File: config.mk
export PLATFORM = sky130hd
export DESIGN_NAME = error_ratio_top
export DESIGN_NICKNAME = d
export VERILOG_FILES = /design/src/ratio_pkg.sv /design/src/error_calc.sv /design/src/error_ratio_top.sv /design/src/processor.sv /design/src/signed_divider.sv
export VERILOG_INCLUDE_DIRS = /design/src
export SDC_FILE = /design/constraint.sdc
export NUM_CORES = 1
export LEC_CHECK = 0
export ABC_CLOCK_PERIOD_IN_PS = 3900
export BUFFER_PORTS_ARGS = -buffer_cell sky130_fd_sc_hd__clkbuf_2
export CAP_MARGIN = 25
export CORE_MARGIN = 2
export CORE_UTILIZATION = 35
export CTS_BUF_LIST = sky130_fd_sc_hd__clkbuf_16
export CTS_CLUSTER_SIZE = 16
export DETAILED_ROUTE_END_ITERATION = 8
export GPL_ROUTABILITY_DRIVEN = 0
export PLACE_DENSITY_LB_ADDON = 0.2
export RECOVER_POWER = 50
export SLEW_MARGIN = 40
export SYNTH_ARGS = -nofsm -noshare
export SYNTH_HDL_FRONTEND = slang
export SYNTH_SLANG_ARGS = --single-unit
File: constraint.sdc
create_clock -name i_clock -period 3.9 [get_ports i_clock]
set_input_delay 0.975 -clock i_clock [delete_from_list [all_inputs] [get_ports i_clock]]
set_output_delay 0.975 -clock i_clock [all_outputs]
set_load 0.02 [all_outputs]
File: src/ratio_defs.svh
`ifndef RATIO_DEFS_SVH
`define RATIO_DEFS_SVH

// Sample, error and quotient width
`define DATA_SIZE 14

// Fraction bits below the binary point
`define REMAINDER_SIZE 8

// Full divider output, integer plus fraction
`define RESULT_SIZE (`DATA_SIZE + `REMAINDER_SIZE)

`endif

File: src/ratio_pkg.sv
`include "ratio_defs.svh"

package ratio_pkg;

    // Two's-complement sample, also used for error and quotient
    typedef logic signed [`DATA_SIZE-1:0] sample_t;

    // Fractional part of the ratio, unsigned
    typedef logic [`REMAINDER_SIZE-1:0] frac_t;

    // Quotient and fraction packed together
    typedef logic signed [`RESULT_SIZE-1:0] result_t;

    typedef enum logic [1:0] {
        DIV_IDLE,   // Waiting for start
        DIV_RUN,    // One quotient bit per cycle
        DIV_SIGN    // Sign fix-up and zero-divisor handling
    } div_state_t;

endpackage

File: src/error_calc.sv
`timescale 1ns/1ps
`include "ratio_defs.svh"

module error_calc (
    input  logic               i_clock,
    input  logic               i_rst_n,
    input  ratio_pkg::sample_t i_measured,
    input  ratio_pkg::sample_t i_reference,
    input  logic               i_valid,
    output ratio_pkg::sample_t o_error,
    output ratio_pkg::sample_t o_reference,
    output logic               o_valid
);
    logic [`DATA_SIZE:0] diff;       // One guard bit for the subtraction
    ratio_pkg::sample_t  error_sat;  // Difference clamped to the sample range

    // Sign-extend both operands, then subtract
    always_comb begin
        diff = {i_measured[`DATA_SIZE-1], i_measured}
             - {i_reference[`DATA_SIZE-1], i_reference};
        // Guard bit and sign bit disagree on overflow
        if (diff[`DATA_SIZE] != diff[`DATA_SIZE-1]) begin
            if (diff[`DATA_SIZE]) begin
                error_sat = {1'b1, {(`DATA_SIZE-1){1'b0}}};  // Most negative
            end else begin
                error_sat = {1'b0, {(`DATA_SIZE-1){1'b1}}};  // Most positive
            end
        end else begin
            error_sat = diff[`DATA_SIZE-1:0];
        end
    end

    // Error and reference move together with the strobe
    always_ff @(posedge i_clock) begin
        if (!i_rst_n) begin
            o_error     <= '0;
            o_reference <= '0;
            o_valid     <= 1'b0;
        end else begin
            o_valid <= i_valid;                // One-cycle pulse, one edge later
            if (i_valid) begin
                o_error     <= error_sat;
                o_reference <= i_reference;    // Divisor for the ratio
            end
        end
    end

endmodule

File: src/error_ratio_top.sv
`timescale 1ns/1ps
`include "ratio_defs.svh"

module error_ratio_top (
    input  logic               i_clock,
    input  logic               i_rst_n,
    input  ratio_pkg::sample_t i_measured,
    input  ratio_pkg::sample_t i_reference,
    input  logic               i_valid,
    output ratio_pkg::sample_t o_quotient,
    output ratio_pkg::frac_t   o_remainder,
    output logic               o_div_by_zero,
    output logic               o_valid,
    output logic               o_busy
);
    // Between error stage and divider control
    ratio_pkg::sample_t error;
    ratio_pkg::sample_t reference;
    logic               error_valid;  // One-cycle pulse

    // Measured minus reference, saturated and registered
    error_calc error_calc_inst (
        .i_clock     (i_clock),
        .i_rst_n     (i_rst_n),
        .i_measured  (i_measured),
        .i_reference (i_reference),
        .i_valid     (i_valid),
        .o_error     (error),
        .o_reference (reference),
        .o_valid     (error_valid)
    );

    // Error divided by reference, 8 fraction bits
    processor processor_inst (
        .i_clock       (i_clock),
        .i_rst_n       (i_rst_n),
        .i_error       (error),
        .i_reference   (reference),
        .i_valid       (error_valid),
        .o_quotient    (o_quotient),
        .o_remainder   (o_remainder),
        .o_div_by_zero (o_div_by_zero),
        .o_valid       (o_valid),
        .o_busy        (o_busy)
    );

endmodule

File: src/processor.sv
`timescale 1ns/1ps
`include "ratio_defs.svh"

module processor (
    input  logic               i_clock,
    input  logic               i_rst_n,
    input  ratio_pkg::sample_t i_error,
    input  ratio_pkg::sample_t i_reference,
    input  logic               i_valid,
    output ratio_pkg::sample_t o_quotient,
    output ratio_pkg::frac_t   o_remainder,
    output logic               o_div_by_zero,
    output logic               o_valid,
    output logic               o_busy
);
    ratio_pkg::sample_t error;        // Dividend hold
    ratio_pkg::sample_t reference;    // Divisor hold
    logic               start;        // Registered start pulse
    logic               busy;
    ratio_pkg::result_t result;
    logic               div_by_zero;
    logic               done;
    logic               div_busy;

    // Pending start counts as busy, so back-to-back strobes are dropped
    assign busy   = div_busy | start;
    assign o_busy = busy;

    // Operand latch, only when the divider can take them
    always_ff @(posedge i_clock) begin
        if (i_valid && !busy) begin
            error     <= i_error;
            reference <= i_reference;
        end
    end

    always_ff @(posedge i_clock) begin
        if (!i_rst_n) begin
            start         <= 1'b0;
            o_valid       <= 1'b0;
            o_quotient    <= '0;
            o_remainder   <= '0;
            o_div_by_zero <= 1'b0;
        end else begin
            start   <= i_valid & ~busy;  // Strobe during busy is lost
            o_valid <= done;
            if (done) begin
                // Split the fixed-point result at the binary point
                o_quotient    <= result[`RESULT_SIZE-1:`REMAINDER_SIZE];
                o_remainder   <= result[`REMAINDER_SIZE-1:0];
                o_div_by_zero <= div_by_zero;
            end
        end
    end

    signed_divider signed_divider_inst (
        .i_clock       (i_clock),
        .i_rst_n       (i_rst_n),
        .i_start       (start),
        .i_dividend    (error),
        .i_divisor     (reference),
        .o_result      (result),
        .o_div_by_zero (div_by_zero),
        .o_done        (done),
        .o_busy        (div_busy)
    );

endmodule

File: src/signed_divider.sv
`timescale 1ns/1ps
`include "ratio_defs.svh"

module signed_divider (
    input  logic               i_clock,
    input  logic               i_rst_n,
    input  logic               i_start,
    input  ratio_pkg::sample_t i_dividend,
    input  ratio_pkg::sample_t i_divisor,
    output ratio_pkg::result_t o_result,
    output logic               o_div_by_zero,
    output logic               o_done,
    output logic               o_busy
);
    localparam int CNT_W = $clog2(`RESULT_SIZE);  // Iteration counter width

    ratio_pkg::div_state_t   state;

    // Working registers, loaded on start
    logic [`RESULT_SIZE-1:0] quo;       // Numerator bits shift out, quotient bits shift in
    logic [`DATA_SIZE-1:0]   rem;       // Partial remainder, always below den
    logic [`DATA_SIZE-1:0]   den;       // Divisor magnitude
    logic                    neg;       // Result sign
    logic                    zero_div;  // Divisor was zero
    logic [CNT_W-1:0]        count;     // Quotient bit index

    // Datapath of one restoring step
    logic [`DATA_SIZE-1:0]   mag_dividend;
    logic [`DATA_SIZE-1:0]   mag_divisor;
    logic [`DATA_SIZE:0]     rem_shift;
    logic [`DATA_SIZE+1:0]   rem_diff;
    logic                    fits;

    // Operand magnitudes; -8192 maps to 8192 in unsigned 14 bits
    always_comb begin
        mag_dividend = i_dividend[`DATA_SIZE-1] ? -i_dividend : i_dividend;
        mag_divisor  = i_divisor[`DATA_SIZE-1]  ? -i_divisor  : i_divisor;
    end

    // Bring down the next numerator bit and trial-subtract
    always_comb begin
        rem_shift = {rem, quo[`RESULT_SIZE-1]};
        rem_diff  = {1'b0, rem_shift} - {2'b00, den};
        fits      = ~rem_diff[`DATA_SIZE+1];       // No borrow, keep the difference
    end

    assign o_busy = (state != ratio_pkg::DIV_IDLE);

    // Control and outputs
    always_ff @(posedge i_clock) begin
        if (!i_rst_n) begin
            state         <= ratio_pkg::DIV_IDLE;
            count         <= '0;
            o_result      <= '0;
            o_div_by_zero <= 1'b0;
            o_done        <= 1'b0;
        end else begin
            o_done <= 1'b0;  // Pulse only
            if (i_start) begin
                state <= ratio_pkg::DIV_RUN;  // Start wins in any state
                count <= '0;
            end else begin
                case (state)
                    ratio_pkg::DIV_RUN: begin
                        if (count == CNT_W'(`RESULT_SIZE - 1)) begin
                            state <= ratio_pkg::DIV_SIGN;  // Last quotient bit this cycle
                        end
                        count <= count + 1'b1;
                    end
                    ratio_pkg::DIV_SIGN: begin
                        state  <= ratio_pkg::DIV_IDLE;
                        o_done <= 1'b1;
                        // Zero divisor forces a zero result and raises the flag
                        if (zero_div) begin
                            o_result <= '0;
                        end else if (neg) begin
                            o_result <= -ratio_pkg::result_t'(quo);  // Wraps into 22 bits
                        end else begin
                            o_result <= ratio_pkg::result_t'(quo);
                        end
                        o_div_by_zero <= zero_div;
                    end
                    default: begin
                        state <= ratio_pkg::DIV_IDLE;  // Idle holds here
                    end
                endcase
            end
        end
    end

    // Shift registers of the restoring loop
    always_ff @(posedge i_clock) begin
        if (i_start) begin
            quo      <= {mag_dividend, {`REMAINDER_SIZE{1'b0}}};  // Append fraction zeros
            rem      <= '0;
            den      <= mag_divisor;
            neg      <= i_dividend[`DATA_SIZE-1] ^ i_divisor[`DATA_SIZE-1];
            zero_div <= (i_divisor == '0);
        end else if (state == ratio_pkg::DIV_RUN) begin
            quo <= {quo[`RESULT_SIZE-2:0], fits};  // New quotient bit at the LSB
            if (fits) begin
                rem <= rem_diff[`DATA_SIZE-1:0];
            end else begin
                rem <= rem_shift[`DATA_SIZE-1:0];  // Restore, keep shifted value
            end
        end
    end

endmodule

==> flow_metrics.env <==
export IMPL_synth_enable_flop_cells=58
export IMPL_most_common_layout_cells="107 x sky130_fd_sc_hd__dfxtp_1, 98 x sky130_fd_sc_hd__nor2_1, 84 x sky130_fd_sc_hd__nand2_1, 66 x sky130_fd_sc_hd__o21ai_0, 58 x sky130_fd_sc_hd__edfxtp_1"
export IMPL_design_power_total_mw=4.81
export IMPL_fillerInstances=2354
export IMPL_grt_antenna_before_repair=0
export IMPL_insertion_delay_ns=0.43
export IMPL_ant_nets=0
export IMPL_cts_inserted_buffers=17
export IMPL_setup_worst_path_end_class="register"
export IMPL_dpl_instance_area_um2=8960
export IMPL_irDropWorstVdd_v=0.000263
export IMPL_drt_total_wl_um=17900
export IMPL_yosys_warnings=0
export IMPL_grt_util_all_layers_pct=14.9
export IMPL_cts_htree_levels=4
export IMPL_floorplan_core_area_um2=23500
export IMPL_drt_first_pass_iters=4
export IMPL_clk_root_buffer_cell="sky130_fd_sc_hd__clkbuf_16"
export IMPL_cts_clk_slew_worst_paths_ns=0.07
export IMPL_worstPathBufferInverterCount=2
export IMPL_max_cap_violations=2
export IMPL_numPortBuffers=55
export IMPL_critical_path_class="primary input to register"
export IMPL_design_portCount=56
export IMPL_number_of_placed_cells_counting_well_taps=1233
export IMPL_share_of_the_clock_period_used_by_the_worst_path_after_layout_pct=83.2
export IMPL_finalWorstPathRequiredPeriod_ns=3.25
export IMPL_areaGrowthSynthToFinish_pct=13.6
export IMPL_mostFrequentLayoutCell="sky130_fd_sc_hd__dfxtp_1"
export IMPL_fin_worst_skew_ns=0.0142
export IMPL_n_antenna_cell=0
export IMPL_die_h_um=159
export IMPL_asyncSetResetFlopFracSynth_pct=0
export IMPL_worst_slew_pin_transition_ns=1.85
export IMPL_required_ns=4.26
export IMPL_yosys_most_used_dff="sky130_fd_sc_hd__dfxtp_1"
export IMPL_grt_pass1_vias=5784
export IMPL_critical_path_top_delay_family="adder cells"
export IMPL_cell_chain_of_the_critical_path="clkbuf_2 > inv_1 > ha_1 > fa_1 > nand2b_1 > a21oi_1 > o2111ai_1 > o221a_2 > nand2b_1 > maj3_1 > a21oi_1"
export IMPL_max_clock_path_buffers=2
export IMPL_tritoncts="done"
export IMPL_worst_setup_path_start_kind="primary input"
export IMPL_violations="capacitance limit, slew limit"
export IMPL_register_area_um2=3880
export IMPL_critPathMaxFanout=13
export IMPL_avgRoutedWirePerCell_um=14.2
export IMPL_fin_hold_ws_ns=0.428
export IMPL_grt_max_degree=45
export IMPL_yosys_register_bits=165
export IMPL_initial_core_utilization_pct=35.7
export IMPL_postCtsSetupBuffers=0
export IMPL_final_cell_count_no_fill=1265
export IMPL_synth_fp_nets=961
export IMPL_setup_repair_after_global_routing_missed_its_margin="no"
export IMPL_drc=0
export IMPL_postCtsHoldBufs=0
export IMPL_fin_nets=999
export IMPL_fraction_of_layout_cells_with_a_size_suffix_above_1_pct=11.4
export IMPL_p_leak_nw=3.72
export IMPL_max_slew_margin_rel_pct=-23.6
export IMPL_avgViaCountPerCell=4.87
export IMPL_dieWidth_um=159
export IMPL_power_density_cell_area_nw_per_um2=506
export IMPL_fin_setup_tns_ns=0
export IMPL_detailroute_via_count=6164
export IMPL_timing_hold_violations_final=0
export IMPL_worst_path_largest_cell_delay_ns=0.46
export IMPL_cts_sink_count=165
export IMPL_fmaxAchievable_ghz=0.308
export IMPL_grt_first_pass_wirelength_um=29600
export IMPL_post_synth_num_cell_types=65
export IMPL_netlist_area_um2=8370
export IMPL_run_status="finished, violations left"
export IMPL_core_rowCount=56
export IMPL_finalInstanceArea_um2=9510
export IMPL_die_area_um2=25200
export IMPL_timing_critical_path_slowest_stage_cell="sky130_fd_sc_hd__maj3_1"
export IMPL_post_dp_hpwl_um=13000
export IMPL_cp_arrival_ns=3.60
export IMPL_syn_avg_cell_area_um2=9.36
export IMPL_post_cts_resize_count=0
export IMPL_drtIter0Drc=388
export IMPL_maxSlewViolCount=78
export IMPL_multiInputGateArea_um2=4130
export IMPL_seq_area_frac_synth_pct=46.4
export IMPL_globalRoute_totalOverflow=0
export IMPL_min_delay_path_class="register to register"
export IMPL_syn_inst=895
export IMPL_setup_viol_count_final=0
==> area by class of cell <==
type	instances	area share (%)
Multi-Input combinational cell	634	43.4
Sequential cell	165	40.8
Clock buffer	17	4.47
Tap cell	319	4.20
Timing Repair Buffer	66	3.54
Inverter	49	1.96
Clock inverter	15	1.61
==> registers in the layout, indices dropped and copies added (netlist names), 2 cells and up <==
name / count
processor_inst.signed_divider_inst.o_result: 22
processor_inst.signed_divider_inst.quo: 22
error_calc_inst.o_error: 14
error_calc_inst.o_reference: 14
processor_inst.error: 14
processor_inst.o_quotient: 14
processor_inst.reference: 14
processor_inst.signed_divider_inst.den: 14
processor_inst.signed_divider_inst.rem: 14
processor_inst.o_remainder: 8
processor_inst.signed_divider_inst.count: 5
processor_inst.signed_divider_inst.state: 2
==> report_power, final <==
| part | leakage, nW | internal (mW) | switching [mW] | total [mW] |
|---|---|---|---|---|
| combinational | 2.01 | 0.493 | 0.649 | 1.14 |
| clock | 0.287 | 0.859 | 0.779 | 1.64 |
| sequential | 1.42 | 1.92 | 0.112 | 2.03 |
==> per-layer routing <==
metal	global-route usage, %	vias to the layer above	share of wire, %
met5	0	-	0
met4	4.29	0	0.75
met3	3.02	11	2.6
met2	23.4	81	46
met1	20.8	2836	51
li1	-	3236	-
==> metrics by stage <==
step | setup WS [ns] | util, %
6_report | 0.655 | 40.5
4_1_cts | 0.690 | 40.6
3_3_place_gp | 0.251 | 38.1
5_1_grt | 0.297 | 40.5
3_5_place_dp | 0.248 | 38.2
2_1_floorplan | 0.675 | -
==> cells by family after synthesis <==
logic type,after synthesis,share of synthesized area (%)
AOI/OAI and AO/OA,204,15.1
xor gates and xnor gates,64,6.69
adders and majority gates,46,6.72
buffers and inverters,96,4.36
DFF,165,46.4
muxes,48,5.75
and+or+nand+nor,272,15.0
==> final timing paths <==
path / startpoint / endpoint / slack (ns) / cells after the start
max reg2reg: processor_inst.start$_SDFF_PN0_ / processor_inst.signed_divider_inst.rem[11]$_SDFFE_PP0P_ / 0.67 / 6
min: error_calc_inst.o_error[4]$_SDFFE_PN0P_ / processor_inst.error[4]$_DFFE_PP_ / 0.43 / 0
max: i_measured[0] / error_calc_inst.o_error[0]$_SDFFE_PN0P_ / 0.65 / 11
min reg2reg: error_calc_inst.o_error[4]$_SDFFE_PN0P_ / processor_inst.error[4]$_DFFE_PP_ / 0.43 / 0
==> synthesized netlist by cell type, types with 11 or more instances <==
cell type,instances,area [um2]
sky130_fd_sc_hd__dfxtp_1,107,2140
sky130_fd_sc_hd__nor3_1,16,80.1
sky130_fd_sc_hd__nand2_1,84,315
sky130_fd_sc_hd__ha_1,33,413
sky130_fd_sc_hd__xor2_1,18,158
sky130_fd_sc_hd__nand2b_1,11,68.8
sky130_fd_sc_hd__o21ai_0,66,330
sky130_fd_sc_hd__a22oi_1,15,113
sky130_fd_sc_hd__inv_1,48,180
sky130_fd_sc_hd__o31ai_1,11,82.6
sky130_fd_sc_hd__a21oi_1,57,285
sky130_fd_sc_hd__edfxtp_1,58,1740
sky130_fd_sc_hd__xnor2_1,46,403
sky130_fd_sc_hd__mux2i_1,47,470
sky130_fd_sc_hd__maj3_1,11,110
sky130_fd_sc_hd__nor2_1,99,372
sky130_fd_sc_hd__clkbuf_1,39,146
No activity file was read; power rests on OpenSTA's default activity.
